==> src/hw/cache_pkg.sv <==
// Cache subsystem definitions
`default_nettype none

package cache_pkg;

    // Every bus carries a byte address and one data word
    localparam int addr_width = 32;
    localparam int word_width = 32;

    // Line count of a direct-mapped cache unless the top level says otherwise
    localparam int default_sets = 16;

    // What each side of the L1 holds
    typedef enum logic {
        pass_through,
        direct_mapped
    } cache_kind_e;

endpackage

`default_nettype wire

==> src/hw/pass_through_cache.sv <==
// Pass-through cache
`timescale 1ns/1ps
`default_nettype none

module pass_through_cache import cache_pkg::*; (
    // Clock and reset keep the port list in line with the direct-mapped cache
    input  logic                  CLK,
    input  logic                  arst_n,
    input  logic [addr_width-1:0] proc_addr,
    input  logic [word_width-1:0] proc_wdata,
    input  logic                  proc_ren,
    input  logic                  proc_wen,
    output logic [word_width-1:0] proc_rdata,
    output logic                  proc_busy,
    output logic [addr_width-1:0] mem_addr,
    output logic [word_width-1:0] mem_wdata,
    output logic                  mem_ren,
    output logic                  mem_wen,
    input  logic [word_width-1:0] mem_rdata,
    input  logic                  mem_busy
);

    // Requests go out unchanged
    assign mem_addr  = proc_addr;
    assign mem_wdata = proc_wdata;
    assign mem_ren   = proc_ren;
    assign mem_wen   = proc_wen;

    // The processor waits exactly as long as memory does
    assign proc_rdata = mem_rdata;
    assign proc_busy  = mem_busy;

endmodule

`default_nettype wire

==> src/hw/direct_mapped_cache.sv <==
// Direct-mapped write-back cache
`timescale 1ns/1ps
`default_nettype none

module direct_mapped_cache import cache_pkg::*; #(
    parameter int SETS = default_sets
) (
    input  logic                  CLK,
    input  logic                  arst_n,
    input  logic [addr_width-1:0] proc_addr,
    input  logic [word_width-1:0] proc_wdata,
    input  logic                  proc_ren,
    input  logic                  proc_wen,
    output logic [word_width-1:0] proc_rdata,
    output logic                  proc_busy,
    output logic [addr_width-1:0] mem_addr,
    output logic [word_width-1:0] mem_wdata,
    output logic                  mem_ren,
    output logic                  mem_wen,
    input  logic [word_width-1:0] mem_rdata,
    input  logic                  mem_busy,
    input  logic                  flush,
    input  logic                  clear,
    output logic                  flush_done,
    output logic                  clear_done
);

    localparam int index_bits = $clog2(SETS);
    localparam int tag_bits   = addr_width - 2 - index_bits;

    typedef enum logic [2:0] {
        idle,
        writeback,
        fill,
        flush_scan,
        clear_scan
    } state_e;

    state_e                state;
    logic [SETS-1:0]       valid;
    logic [SETS-1:0]       dirty;
    logic [tag_bits-1:0]   tag_mem [SETS];
    logic [word_width-1:0] data_mem [SETS];
    logic [index_bits-1:0] scan_idx;
    logic [index_bits-1:0] line_idx;
    logic [tag_bits-1:0]   proc_tag;
    logic                  flush_q;
    logic                  clear_q;
    logic                  flush_pend;
    logic                  clear_pend;
    logic                  request;
    logic                  hit;
    logic                  write_hit;
    logic                  victim_dirty;
    logic                  scan_last;

    // The sweeps walk the lines by counter, everything else uses the request index
    assign line_idx = (state == flush_scan || state == clear_scan) ?
                      scan_idx : proc_addr[2 +: index_bits];
    assign proc_tag     = proc_addr[addr_width-1 -: tag_bits];
    assign request      = proc_ren || proc_wen;
    assign hit          = valid[line_idx] && (tag_mem[line_idx] == proc_tag);
    assign write_hit    = (state == idle) && proc_wen && hit;
    assign victim_dirty = valid[line_idx] && dirty[line_idx];
    assign scan_last    = scan_idx == index_bits'(SETS - 1);

    // Hits complete in the cycle they are presented
    assign proc_busy  = !((state == idle) && request && hit);
    assign proc_rdata = data_mem[line_idx];

    always_comb begin
        mem_ren   = 1'b0;
        mem_wen   = 1'b0;
        mem_addr  = {proc_addr[addr_width-1:2], 2'b00};
        mem_wdata = data_mem[line_idx];
        if (state == writeback || (state == flush_scan && victim_dirty)) begin
            // Victim address is rebuilt from the stored tag
            mem_wen  = 1'b1;
            mem_addr = {tag_mem[line_idx], line_idx, 2'b00};
        end else if (state == fill) begin
            mem_ren = 1'b1;
        end
    end

    always_ff @(posedge CLK or negedge arst_n) begin
        if (!arst_n) begin
            state      <= idle;
            valid      <= '0;
            dirty      <= '0;
            scan_idx   <= '0;
            flush_q    <= 1'b0;
            clear_q    <= 1'b0;
            flush_pend <= 1'b0;
            clear_pend <= 1'b0;
            flush_done <= 1'b0;
            clear_done <= 1'b0;
        end else begin
            flush_q    <= flush;
            clear_q    <= clear;
            flush_done <= 1'b0;
            clear_done <= 1'b0;
            // A maintenance request is remembered until the FSM is free to take it
            if (flush && !flush_q) flush_pend <= 1'b1;
            if (clear && !clear_q) clear_pend <= 1'b1;
            case (state)
                idle: begin
                    scan_idx <= '0;
                    if (write_hit) dirty[line_idx] <= 1'b1;
                    if (flush_pend) begin
                        flush_pend <= 1'b0;
                        state      <= flush_scan;
                    end else if (clear_pend) begin
                        clear_pend <= 1'b0;
                        state      <= clear_scan;
                    end else if (request && !hit) begin
                        state <= victim_dirty ? writeback : fill;
                    end
                end
                writeback: begin
                    if (!mem_busy) begin
                        dirty[line_idx] <= 1'b0;
                        state           <= fill;
                    end
                end
                fill: begin
                    // Back to idle, where the retried request hits
                    if (!mem_busy) begin
                        valid[line_idx] <= 1'b1;
                        dirty[line_idx] <= 1'b0;
                        state           <= idle;
                    end
                end
                flush_scan: begin
                    if (!victim_dirty || !mem_busy) begin
                        valid[line_idx] <= 1'b0;
                        dirty[line_idx] <= 1'b0;
                        scan_idx        <= scan_idx + 1'b1;
                        if (scan_last) begin
                            flush_done <= 1'b1;
                            state      <= idle;
                        end
                    end
                end
                clear_scan: begin
                    valid[line_idx] <= 1'b0;
                    dirty[line_idx] <= 1'b0;
                    scan_idx        <= scan_idx + 1'b1;
                    if (scan_last) begin
                        clear_done <= 1'b1;
                        state      <= idle;
                    end
                end
                default: state <= idle;
            endcase
        end
    end

    // Tag and data storage
    always_ff @(posedge CLK) begin
        if (state == fill && !mem_busy) begin
            tag_mem[line_idx]  <= proc_tag;
            data_mem[line_idx] <= mem_rdata;
        end else if (write_hit) begin
            data_mem[line_idx] <= proc_wdata;
        end
    end

endmodule

`default_nettype wire

==> src/hw/separate_caches.sv <==
// Separate instruction and data caches
`timescale 1ns/1ps
`default_nettype none

module separate_caches import cache_pkg::*; #(
    parameter cache_kind_e ICACHE_KIND = pass_through,
    parameter cache_kind_e DCACHE_KIND = direct_mapped,
    parameter int          SETS        = default_sets
) (
    input  logic                  CLK,
    input  logic                  arst_n,
    input  logic [addr_width-1:0] i_addr,
    input  logic [word_width-1:0] i_wdata,
    input  logic                  i_ren,
    input  logic                  i_wen,
    output logic [word_width-1:0] i_rdata,
    output logic                  i_busy,
    input  logic [addr_width-1:0] d_addr,
    input  logic [word_width-1:0] d_wdata,
    input  logic                  d_ren,
    input  logic                  d_wen,
    output logic [word_width-1:0] d_rdata,
    output logic                  d_busy,
    output logic [addr_width-1:0] icache_addr,
    output logic [word_width-1:0] icache_wdata,
    output logic                  icache_ren,
    output logic                  icache_wen,
    input  logic [word_width-1:0] icache_rdata,
    input  logic                  icache_busy,
    output logic [addr_width-1:0] dcache_addr,
    output logic [word_width-1:0] dcache_wdata,
    output logic                  dcache_ren,
    output logic                  dcache_wen,
    input  logic [word_width-1:0] dcache_rdata,
    input  logic                  dcache_busy,
    input  logic                  i_flush,
    input  logic                  i_clear,
    output logic                  i_flush_done,
    output logic                  i_clear_done,
    input  logic                  d_flush,
    input  logic                  d_clear,
    output logic                  d_flush_done,
    output logic                  d_clear_done
);

    generate
        case (ICACHE_KIND)
            pass_through: begin : g_icache_pt
                pass_through_cache icache (
                    .CLK(CLK), .arst_n(arst_n),
                    .proc_addr(i_addr), .proc_wdata(i_wdata),
                    .proc_ren(i_ren), .proc_wen(i_wen),
                    .proc_rdata(i_rdata), .proc_busy(i_busy),
                    .mem_addr(icache_addr), .mem_wdata(icache_wdata),
                    .mem_ren(icache_ren), .mem_wen(icache_wen),
                    .mem_rdata(icache_rdata), .mem_busy(icache_busy)
                );
                // Nothing to flush or clear, so maintenance is always finished
                assign i_flush_done = 1'b1;
                assign i_clear_done = 1'b1;
            end
            direct_mapped: begin : g_icache_dm
                direct_mapped_cache #(.SETS(SETS)) icache (
                    .CLK(CLK), .arst_n(arst_n),
                    .proc_addr(i_addr), .proc_wdata(i_wdata),
                    .proc_ren(i_ren), .proc_wen(i_wen),
                    .proc_rdata(i_rdata), .proc_busy(i_busy),
                    .mem_addr(icache_addr), .mem_wdata(icache_wdata),
                    .mem_ren(icache_ren), .mem_wen(icache_wen),
                    .mem_rdata(icache_rdata), .mem_busy(icache_busy),
                    .flush(i_flush), .clear(i_clear),
                    .flush_done(i_flush_done), .clear_done(i_clear_done)
                );
            end
        endcase
    endgenerate

    generate
        case (DCACHE_KIND)
            pass_through: begin : g_dcache_pt
                pass_through_cache dcache (
                    .CLK(CLK), .arst_n(arst_n),
                    .proc_addr(d_addr), .proc_wdata(d_wdata),
                    .proc_ren(d_ren), .proc_wen(d_wen),
                    .proc_rdata(d_rdata), .proc_busy(d_busy),
                    .mem_addr(dcache_addr), .mem_wdata(dcache_wdata),
                    .mem_ren(dcache_ren), .mem_wen(dcache_wen),
                    .mem_rdata(dcache_rdata), .mem_busy(dcache_busy)
                );
                assign d_flush_done = 1'b1;
                assign d_clear_done = 1'b1;
            end
            direct_mapped: begin : g_dcache_dm
                direct_mapped_cache #(.SETS(SETS)) dcache (
                    .CLK(CLK), .arst_n(arst_n),
                    .proc_addr(d_addr), .proc_wdata(d_wdata),
                    .proc_ren(d_ren), .proc_wen(d_wen),
                    .proc_rdata(d_rdata), .proc_busy(d_busy),
                    .mem_addr(dcache_addr), .mem_wdata(dcache_wdata),
                    .mem_ren(dcache_ren), .mem_wen(dcache_wen),
                    .mem_rdata(dcache_rdata), .mem_busy(dcache_busy),
                    .flush(d_flush), .clear(d_clear),
                    .flush_done(d_flush_done), .clear_done(d_clear_done)
                );
            end
        endcase
    endgenerate

endmodule

`default_nettype wire

==> src/hw/mem_arbiter.sv <==
// Memory port arbiter
`timescale 1ns/1ps
`default_nettype none

module mem_arbiter import cache_pkg::*; (
    input  logic                  CLK,
    input  logic                  arst_n,
    input  logic [addr_width-1:0] icache_addr,
    input  logic [word_width-1:0] icache_wdata,
    input  logic                  icache_ren,
    input  logic                  icache_wen,
    output logic [word_width-1:0] icache_rdata,
    output logic                  icache_busy,
    input  logic [addr_width-1:0] dcache_addr,
    input  logic [word_width-1:0] dcache_wdata,
    input  logic                  dcache_ren,
    input  logic                  dcache_wen,
    output logic [word_width-1:0] dcache_rdata,
    output logic                  dcache_busy,
    output logic [addr_width-1:0] mem_addr,
    output logic [word_width-1:0] mem_wdata,
    output logic                  mem_ren,
    output logic                  mem_wen,
    input  logic [word_width-1:0] mem_rdata,
    input  logic                  mem_busy
);

    typedef enum logic [1:0] {
        own_none,
        own_icache,
        own_dcache
    } owner_e;

    owner_e owner;
    owner_e grant;
    logic   icache_req;
    logic   dcache_req;

    assign icache_req = icache_ren || icache_wen;
    assign dcache_req = dcache_ren || dcache_wen;

    // A fresh grant is decided in the same cycle, data side first
    always_comb begin
        grant = owner;
        if (owner == own_none) begin
            if (dcache_req) grant = own_dcache;
            else if (icache_req) grant = own_icache;
        end
    end

    assign mem_addr  = (grant == own_dcache) ? dcache_addr : icache_addr;
    assign mem_wdata = (grant == own_dcache) ? dcache_wdata : icache_wdata;
    assign mem_ren   = (grant == own_dcache) ? dcache_ren : (grant == own_icache) && icache_ren;
    assign mem_wen   = (grant == own_dcache) ? dcache_wen : (grant == own_icache) && icache_wen;

    assign icache_rdata = mem_rdata;
    assign dcache_rdata = mem_rdata;
    assign icache_busy  = (grant == own_icache) ? mem_busy : 1'b1;
    assign dcache_busy  = (grant == own_dcache) ? mem_busy : 1'b1;

    // Ownership lasts until the granted transfer sees busy low
    always_ff @(posedge CLK or negedge arst_n) begin
        if (!arst_n) begin
            owner <= own_none;
        end else begin
            owner <= (grant != own_none && mem_busy) ? grant : own_none;
        end
    end

endmodule

`default_nettype wire

==> src/hw/cache_subsystem_top.sv <==
// L1 cache subsystem top level
`timescale 1ns/1ps
`default_nettype none

module cache_subsystem_top import cache_pkg::*; #(
    parameter cache_kind_e ICACHE_KIND = pass_through,
    parameter cache_kind_e DCACHE_KIND = direct_mapped,
    parameter int          SETS        = default_sets
) (
    input  logic                  CLK,
    input  logic                  arst_n,
    input  logic [addr_width-1:0] i_addr,
    input  logic [word_width-1:0] i_wdata,
    input  logic                  i_ren,
    input  logic                  i_wen,
    output logic [word_width-1:0] i_rdata,
    output logic                  i_busy,
    input  logic [addr_width-1:0] d_addr,
    input  logic [word_width-1:0] d_wdata,
    input  logic                  d_ren,
    input  logic                  d_wen,
    output logic [word_width-1:0] d_rdata,
    output logic                  d_busy,
    output logic [addr_width-1:0] mem_addr,
    output logic [word_width-1:0] mem_wdata,
    output logic                  mem_ren,
    output logic                  mem_wen,
    input  logic [word_width-1:0] mem_rdata,
    input  logic                  mem_busy,
    input  logic                  i_flush,
    input  logic                  i_clear,
    output logic                  i_flush_done,
    output logic                  i_clear_done,
    input  logic                  d_flush,
    input  logic                  d_clear,
    output logic                  d_flush_done,
    output logic                  d_clear_done
);

    // Cache side memory buses between the caches and the arbiter
    logic [addr_width-1:0] icache_addr;
    logic [word_width-1:0] icache_wdata;
    logic                  icache_ren;
    logic                  icache_wen;
    logic [word_width-1:0] icache_rdata;
    logic                  icache_busy;
    logic [addr_width-1:0] dcache_addr;
    logic [word_width-1:0] dcache_wdata;
    logic                  dcache_ren;
    logic                  dcache_wen;
    logic [word_width-1:0] dcache_rdata;
    logic                  dcache_busy;

    separate_caches #(
        .ICACHE_KIND(ICACHE_KIND),
        .DCACHE_KIND(DCACHE_KIND),
        .SETS(SETS)
    ) caches (.*);

    mem_arbiter arbiter (.*);

endmodule

`default_nettype wire

==> config.mk <==
export PLATFORM = sky130hd
export DESIGN_NAME = cache_subsystem_top
export DESIGN_NICKNAME = d
export VERILOG_FILES = /design/src/hw/cache_pkg.sv /design/src/hw/pass_through_cache.sv /design/src/hw/direct_mapped_cache.sv /design/src/hw/separate_caches.sv /design/src/hw/mem_arbiter.sv /design/src/hw/cache_subsystem_top.sv
export SDC_FILE = /design/constraint.sdc
export NUM_CORES = 1
export LEC_CHECK = 0
export ABC_AREA = 1
export CAP_MARGIN = 20
export CORE_UTILIZATION = 55
export DETAILED_ROUTE_END_ITERATION = 10
export DONT_BUFFER_PORTS = 1
export GPL_ROUTABILITY_DRIVEN = 0
export PLACE_DENSITY_LB_ADDON = 0.25
export SYNTH_ARGS = -nofsm -noshare
export SYNTH_HDL_FRONTEND = slang
export SYNTH_SLANG_ARGS = --single-unit
export TNS_END_PERCENT = 30
==> constraint.sdc <==
create_clock -name CLK -period 7.4 [get_ports CLK]
set_input_delay 0.74 -clock CLK [delete_from_list [all_inputs] [get_ports CLK]]
set_output_delay 0.74 -clock CLK [all_outputs]
set_load 0.005 [all_outputs]
==> Yosys cells after proc, flatten, opt, wreduce, memory -nomap -nowiden <==
Memories as Yosys holds them, arrays and structs flattened.
Index checks and enable logic that the tools add are counted.
{ "totals": {"elab_cells": 130, "n_memories": 2, "inputBits": 171, "register_bits": 47, "out_inout_bits": 136, "ramBits": 928} }
{ "memory_table": {"columns": ["memory", "words", "word_bits", "rd", "rd_clocked_by_memory_dff", "write_ports", "line", "text"], "rows": [
  ["caches.g_dcache_dm.dcache.data_mem", 16, 32, 1, 0, 1, "direct_mapped_cache.sv:43", "logic [word_width-1:0] data_mem [SETS];"],
  ["caches.g_dcache_dm.dcache.tag_mem", 16, 26, 1, 0, 1, "direct_mapped_cache.sv:42", "logic [tag_bits-1:0] tag_mem [SETS];"]
]} }
{ "op_classes": {"reduce_logical": 38, "n_mux": 56, "bitwise_logic": 6, "add_sub_neg": 1, "eq_ne": 14, "order_cmp": 2} }
{ "op_table": {"columns": ["op", "n"], "rows": [
  ["$mux W32", 4],
  ["$mux W16", 5],
  ["$pmux W16 S4", 1],
  ["$pmux W16 S3", 1],
  ["$and A16 B16 Y16", 2],
  ["$or A16 B16 Y16", 2],
  ["$eq A26 B26 Y1", 1],
  ["$mux W1", 26],
  ["$mux W3", 7],
  ["$not A16 Y16", 1],
  ["$logic_and A1 B1 Y1", 15],
  ["$pmux W3 S5", 1],
  ["$pmux W4 S3", 1],
  ["$mux W2", 5],
  ["$bmux W1 S4", 2],
  ["$mux W4", 2],
  ["$ne A2 B2 Y1 const B", 4],
  ["$reduce_and A4 Y1", 2],
  ["$eq A3 B2 Y1 const B", 2],
  ["$logic_not A1 Y1", 6],
  ["$logic_or A1 B1 Y1", 6],
  ["$reduce_bool A3 Y1", 2],
  ["$lt A4 B5 Y1 const B", 1],
  ["$add A4 B1 Y4 const B", 1],
  ["17 further kinds", 17]
]} }

==> Logic depth before layout (Yosys ltp) <==
{ "depth": {"ltp_word": 19, "ltp_mapped": 27, "mapped_depth_nobuf": 25} }

==> Cells and area by module <==
From an unflattened synthesis, not the netlist that was laid out.
{ "unflattened": {"cells_unflattened": 3827, "area_unflattened_um2": 43030.0} }
{ "modules_own_cells": {"columns": ["module", "area_per_inst_um2", "cells_per_inst", "instances", "seq_area_each_um2"], "rows": [
  ["direct_mapped_cache", 40747.8, 3430, 1, 28992.8],
  ["mem_arbiter", 1520.2, 295, 1, 50.0],
  ["pass_through_cache", 743.2, 99, 1, 0.0],
  ["separate_caches", 18.8, 3, 1, 0.0]
]} }

==> Worst setup path before layout <==
Ideal clock, no wire load.
{ "synth_path": {"path_kind": "input to register", "startpoint": "input d_addr[2]", "endpoint": "memory caches.g_dcache_dm.dcache.data_mem[10][0] (enable)", "setup_slack_ns": 2.838, "arrival_time_ns": 4.141, "path_stages": 20, "path_buffers": 4, "t_required_ns": 6.979, "setup_time_ns": 0.421, "cell_sequence": "inv_1 nand3_2 nand2_2 buf_4 buf_6 buf_4 nor2_1 o21ai_0 nand2_1 nand2_1 nand2_1 nor2_1 xnor2_1 nand3_1 nor2_2 nand3_4 clkinv_2 nor2_4 buf_4 nor2_1"} }
{ "synth_via": {"elab_chain_len": 17, "elab_cells_between_ends": 27, "cone_classes": "eq/ne (2); mux (15); bitwise (1); reduce/logical (8); memory (1)"} }
{ "synth_rtl": {"columns": ["item", "line", "text"], "rows": [
  ["start, declared", "cache_subsystem_top.sv:18", "input logic [addr_width-1:0] d_addr,"],
  ["$mux W4 *", "direct_mapped_cache.sv:58", "assign line_idx = (state == flush_scan || state == clear_scan) ?"],
  ["$bmux W1 S4 (on tied branches)", "direct_mapped_cache.sv:62, direct_mapped_cache.sv:64", null],
  ["$mux W1 (on tied branches)", "direct_mapped_cache.sv:62, direct_mapped_cache.sv:64", null],
  ["$logic_and A1 B1 Y1", "direct_mapped_cache.sv:64", "assign victim_dirty = valid[line_idx] && dirty[line_idx];"],
  ["$logic_and A1 B1 Y1", "direct_mapped_cache.sv:76", "if (state == writeback || (state == flush_scan && victim_dirty)) begin"],
  ["$logic_or A1 B1 Y1", "direct_mapped_cache.sv:76", null],
  ["$mux W1", "direct_mapped_cache.sv:76", null],
  ["$logic_or A1 B1 Y1", "mem_arbiter.sv:40", "assign dcache_req = dcache_ren || dcache_wen;"],
  ["$mux W2", "mem_arbiter.sv:46", "if (dcache_req) grant = own_dcache;"],
  ["$mux W2", "mem_arbiter.sv:45", "if (owner == own_none) begin"],
  ["$eq A2 B2 Y1", "mem_arbiter.sv:59", "assign dcache_busy = (grant == own_dcache) ? mem_busy : 1'b1;"],
  ["$mux W1", "mem_arbiter.sv:59", null],
  ["$logic_not A1 Y1", "direct_mapped_cache.sv:160", "if (state == fill && !mem_busy) begin"],
  ["$logic_and A1 B1 Y1", "direct_mapped_cache.sv:160", null],
  ["$mux W1", "direct_mapped_cache.sv:160", null],
  ["$mux W1 (on tied branches)", "direct_mapped_cache.sv:162, direct_mapped_cache.sv:164", null],
  ["$or A1 B1 Y1 (no source line)", null, null],
  ["end, declared", "direct_mapped_cache.sv:43", null]
]} }
Every way passes the cells marked *; elsewhere a longest branch is shown, timed or not. The select of a mux whose other input is x is not followed.

==> Final worst setup path <==
{ "layout_path": {"startpoint": "register caches.g_dcache_dm.dcache.state[0]", "endpoint": "output mem_ren"} }
{ "layout_via": {"elab_chain_len": 15, "elab_cells_between_ends": 23, "cone_classes": "eq/ne (6); mux (11); reduce/logical (6)"} }
{ "layout_rtl": {"columns": ["item", "line", "text"], "rows": [
  ["start, declared", "direct_mapped_cache.sv:39", "state_e state;"],
  ["start signal, assigned", "direct_mapped_cache.sv:87", "state <= idle;"],
  ["start signal, assigned", "direct_mapped_cache.sv:111", "state <= flush_scan;"],
  ["start signal, assigned", "direct_mapped_cache.sv:114", "state <= clear_scan;"],
  ["$eq A3 B2 Y1 / $eq A3 B3 Y1 (equally long branches)", "direct_mapped_cache.sv:58, direct_mapped_cache.sv:76", null],
  ["$logic_or A1 B1 Y1", "direct_mapped_cache.sv:58", null],
  ["$mux W4", "direct_mapped_cache.sv:58", null],
  ["$bmux W1 S4", "direct_mapped_cache.sv:64", null],
  ["$mux W1 (implied by the code)", "direct_mapped_cache.sv:64", null],
  ["$logic_and A1 B1 Y1", "direct_mapped_cache.sv:64", null],
  ["$logic_and A1 B1 Y1", "direct_mapped_cache.sv:76", null],
  ["$logic_or A1 B1 Y1", "direct_mapped_cache.sv:76", null],
  ["$mux W1", "direct_mapped_cache.sv:76", null],
  ["$logic_or A1 B1 Y1", "mem_arbiter.sv:40", null],
  ["$mux W2", "mem_arbiter.sv:46", null],
  ["$mux W2", "mem_arbiter.sv:45", null],
  ["$eq A2 B1 Y1", "mem_arbiter.sv:53", "assign mem_ren = (grant == own_dcache) ? dcache_ren : (grant == own_icache) && icache_ren;"],
  ["$logic_and A1 B1 Y1", "mem_arbiter.sv:53", null],
  ["$mux W1 *", "mem_arbiter.sv:53", null],
  ["end, declared", "cache_subsystem_top.sv:26", "output logic mem_ren,"]
]} }
Marks and branches as above.

==> flow_summary.json <==
{
  "worstReg2RegStart": "caches.g_dcache_dm.dcache.state[0]",
  "cts_max_path_buffers": 3,
  "cts_buffers": 99,
  "die-area_sq_mm": 0.0775,
  "synthesis.area_sq_mm": 0.0420,
  "worst_path_max_delay_cell": "sky130_fd_sc_hd__nand2_8",
  "path_max_fanout": 123,
  "drt_pre_antenna_iters": 7,
  "route.detailed.drc": 0,
  "netlist.top_cell.by_area": "sky130_fd_sc_hd__edfxtp_1",
  "drt_wl_total_um": 105000,
  "switching_share_pct": 34.5,
  "report.final.setup_viol": 0,
  "gr-usage-all-layers_pct": 27.0,
  "setup_repair_after_global_routing_missed_its_margin": "false",
  "critical_path_arrival_ps": 5650,
  "ys_types": 40,
  "critPathCaptureType": "primary output",
  "wl_per_cell_um": 21.7,
  "internal_power_uw": 10000,
  "min_from": "d_flush",
  "cts_tree": "yes",
  "max_slew_margin_pct": 26.7,
  "grt_busiest_layer": "met2",
  "required_ps": 6660,
  "worst_clock_skew_ps": 41.1,
  "setup.worst_path.start_class": "flip-flop",
  "post-route-worst-setup-slack_ps": 1010,
  "critical_path_max_stage_delay_ps": 690,
  "io-pin-count": 307,
  "die_width_um": 278,
  "post-synth-top-area-fraction_pct": 66.3,
  "root_buffer": "sky130_fd_sc_hd__clkbuf_16",
  "syn_to_final_growth_pct": 9.88,
  "synth_warnings": 0,
  "crit_path_start": "caches.g_dcache_dm.dcache.state[0]",
  "dp.cells": 4662,
  "clkTransAtPathRegs_ps": 60,
  "ys_seq_elements": 975,
  "min_delay_path_depth": 0,
  "worst-r2r-cell-count": 24,
  "hp-class": "in2reg",
  "dp_hpwl_um": 55900,
  "final_period_minus_worst_setup_slack_ps": 6390,
  "timing_hold_violations_final": 0,
  "p_seq_share_pct": 40.9,
  "worst_hold_path.endpoint": "caches.g_dcache_dm.dcache.flush_q",
  "dr_total_vias": 27400,
  "cts.repair.resized": 0,
  "synth_seq_area_share_pct": 69.1,
  "timing_worst_setup_path_type": "reg2out",
  "final_util_pct": 61.6,
  "r2r_slack_ps": 1630,
  "buffer_ports.inserted": 0,
  "htree_levels": 3,
  "final-max-slew-violation-count": 0,
  "path_cells": "nor2_2, nand2_4, nand2_4, nand2_4, nand2_8, o21ai_0, nand2_1, nand2_1, nand2_1, nand2_1, nor2_1, nand3_1, nand2_1, nand2_1, o21ai_4, buf_4, inv_2, o21ai_0",
  "drt-vias-per-instance": 5.67,
  "total_leakage_power_uw": 0.0183,
  "netlist_instances": 3846,
  "worst_path_most_repeated_cell": "sky130_fd_sc_hd__nand2_1",
  "post-route-period-util_pct": 86.4,
  "worst_skew_pair.late_latency_ps": 680,
  "pwr-share-comb_pct": 27.8,
  "design.final.nets": 3969,
  "synth_area_per_cell_sq_um": 10.9,
  "die_h_um": 278,
  "core_area_sq_mm": 0.0749,
  "yosys-top-cells-area": "sky130_fd_sc_hd__edfxtp_1, sky130_fd_sc_hd__nand2_1, sky130_fd_sc_hd__a22oi_1, sky130_fd_sc_hd__inv_1, sky130_fd_sc_hd__dfrtp_1",
  "fin_tns_setup_ps": 0,
  "fraction_of_layout_instances_using_a_drive_strength_above_1_pct": 7.15,
  "worst_r2r_endpoint": "caches.g_dcache_dm.dcache.data_mem[5][24]",
  "use_met3_pct": 4.42,
  "grt-ovfl-total": 0,
  "vdd_drop_max_mv": 0.242,
  "grt_pass1_vias": 25500,
  "gr-usage-met2_pct": 46.5,
  "drv_cap": 0,
  "grt_max_degree": 124,
  "std_cell_rows": 100,
  "ant_nets": 0,
  "cts_setup_buffers": 0,
  "max_freq_mhz": 156,
  "final.hold.worst_slack_ps": 112,
  "met1_layer_usage_reported_by_global_route_pct": 35.0,
  "mostFrequentLayoutCells": "sky130_fd_sc_hd__nand2_1, sky130_fd_sc_hd__edfxtp_1, sky130_fd_sc_hd__inv_1, sky130_fd_sc_hd__a22oi_1, sky130_fd_sc_hd__nor2_1",
  "switching_power_total_uw": 5280,
  "initial_antenna_violation_count": 0,
  "grt_pass1_wl_um": 156000,
  "clock_group_share_of_total_power_pct": 31.3,
  "pre_cts_ws_ps": 1700,
  "powerDensity_mw_per_mm2": 331,
  "finalNonFillerCells": 4843,
  "mostFrequentLayoutCell": "sky130_fd_sc_hd__nand2_1",
  "start_util_pct": 56.0,
  "worstMarginPinSlew_ps": 1100,
  "cts_hold_buffers": 2,
  "cts.sink_count": 975,
  "outcome": "completed",
  "detail_route.iter0.violations": 2808
}
-- worst max-delay path: cells and delay by family, from the launching register on --
| family | cells | cell delay, ps |
|---|---|---|
| DFF | 1 | 480 |
| and+or+nand+nor | 13 | 2430 |
| buffers and inverters | 2 | 1170 |
| AOI/OAI and AO/OA | 3 | 780 |
-- synth_stat cells (all sizes together) --
master / count
xor2: 1
a31oi: 28
a311oi: 1
clkinv: 6
o22ai: 1
a21oi: 131
nor3: 8
clkbuf: 83
edfxtp: 928
nand3: 78
inv: 414
dfrtp: 47
xnor2: 1
or2: 3
or4: 32
nor2: 222
nand2: 1312
ha: 1
o21bai: 11
nand3b: 8
a22oi: 257
o21ai: 109
nand4: 17
conb: 1
buf: 146
-- state kept, by name, indices dropped and copies added, names as in the netlist, named ones only --
register                              flops
arbiter.owner                             2
caches.g_dcache_dm.dcache.clear_done      1
caches.g_dcache_dm.dcache.clear_pend      1
caches.g_dcache_dm.dcache.clear_q         1
caches.g_dcache_dm.dcache.data_mem      512
caches.g_dcache_dm.dcache.flush_done      1
caches.g_dcache_dm.dcache.flush_pend      1
caches.g_dcache_dm.dcache.flush_q         1
caches.g_dcache_dm.dcache.scan_idx        4
caches.g_dcache_dm.dcache.state           3
caches.g_dcache_dm.dcache.tag_mem       416
-- area by class of cell --
| type | instances | area, sq um |
|---|---|---|
| diodes | 1 | 2.50 |
| clock inverters | 49 | 541 |
| clock buffers | 128 | 2590 |
| multi-input cells | 2223 | 10500 |
| flip-flops and latches | 975 | 29000 |
| fillers | 5788 | 28800 |
| well taps | 969 | 1210 |
| repair buffers | 78 | 671 |
| inverters | 420 | 1580 |
-- routing by layer --
layer	wire length (um)	vias to the layer above
met4	2790	0
li1	-	12900
met2	52300	1110
met5	0	-
met1	42000	13300
met3	7920	173
-- how the worst max path moves through the flow --
stage          slack [ps]                                         end  cells past startpoint
3_5_place_dp         1700                                     mem_ren                     18
5_1_grt               590                                     mem_ren                     18
6_report             1010                                     mem_ren                     18
3_3_place_gp         1730  caches.g_dcache_dm.dcache.data_mem[15][25]                     24
4_1_cts               980                                     mem_ren                     18
2_1_floorplan        2840   caches.g_dcache_dm.dcache.data_mem[10][0]                     20
-- kinds of logic (layout without fill, tap and decap cells) --
logic type / Yosys count / after routing / share of synthesized area (%)
simple gates: 1680 / 1680 / 16.0
flops: 975 / 975 / 69.1
buf+inv: 649 / 675 / 6.63
compound gates: 538 / 538 / 8.17
xor+xnor: 2 / 2 / 0.0417
fa+ha+maj: 1 / 1 / 0.0298
other cells: 1 / 3 / 0.00893
-- stage by stage --
| stage | total power (uW) | area (sq um) |
|---|---|---|
| detailed placement | 10600 | 43000 |
| global placement | 10500 | 43000 |
| finish | 15300 | 46200 |
| CTS | 15300 | 46100 |
| floorplan | 9390 | 42000 |
| global route | 16000 | 46100 |
-- power by group through the flow --
stage	Combinational [uW]	Sequential [uW]	Clock, uW
2_1_floorplan	3040	6350	0
3_3_place_gp	4160	6360	0
3_5_place_dp	4210	6370	0
4_1_cts	4240	6260	4840
5_1_grt	4680	6270	5050
6_report	4250	6260	4780
(Power assumes the default switching activity.)
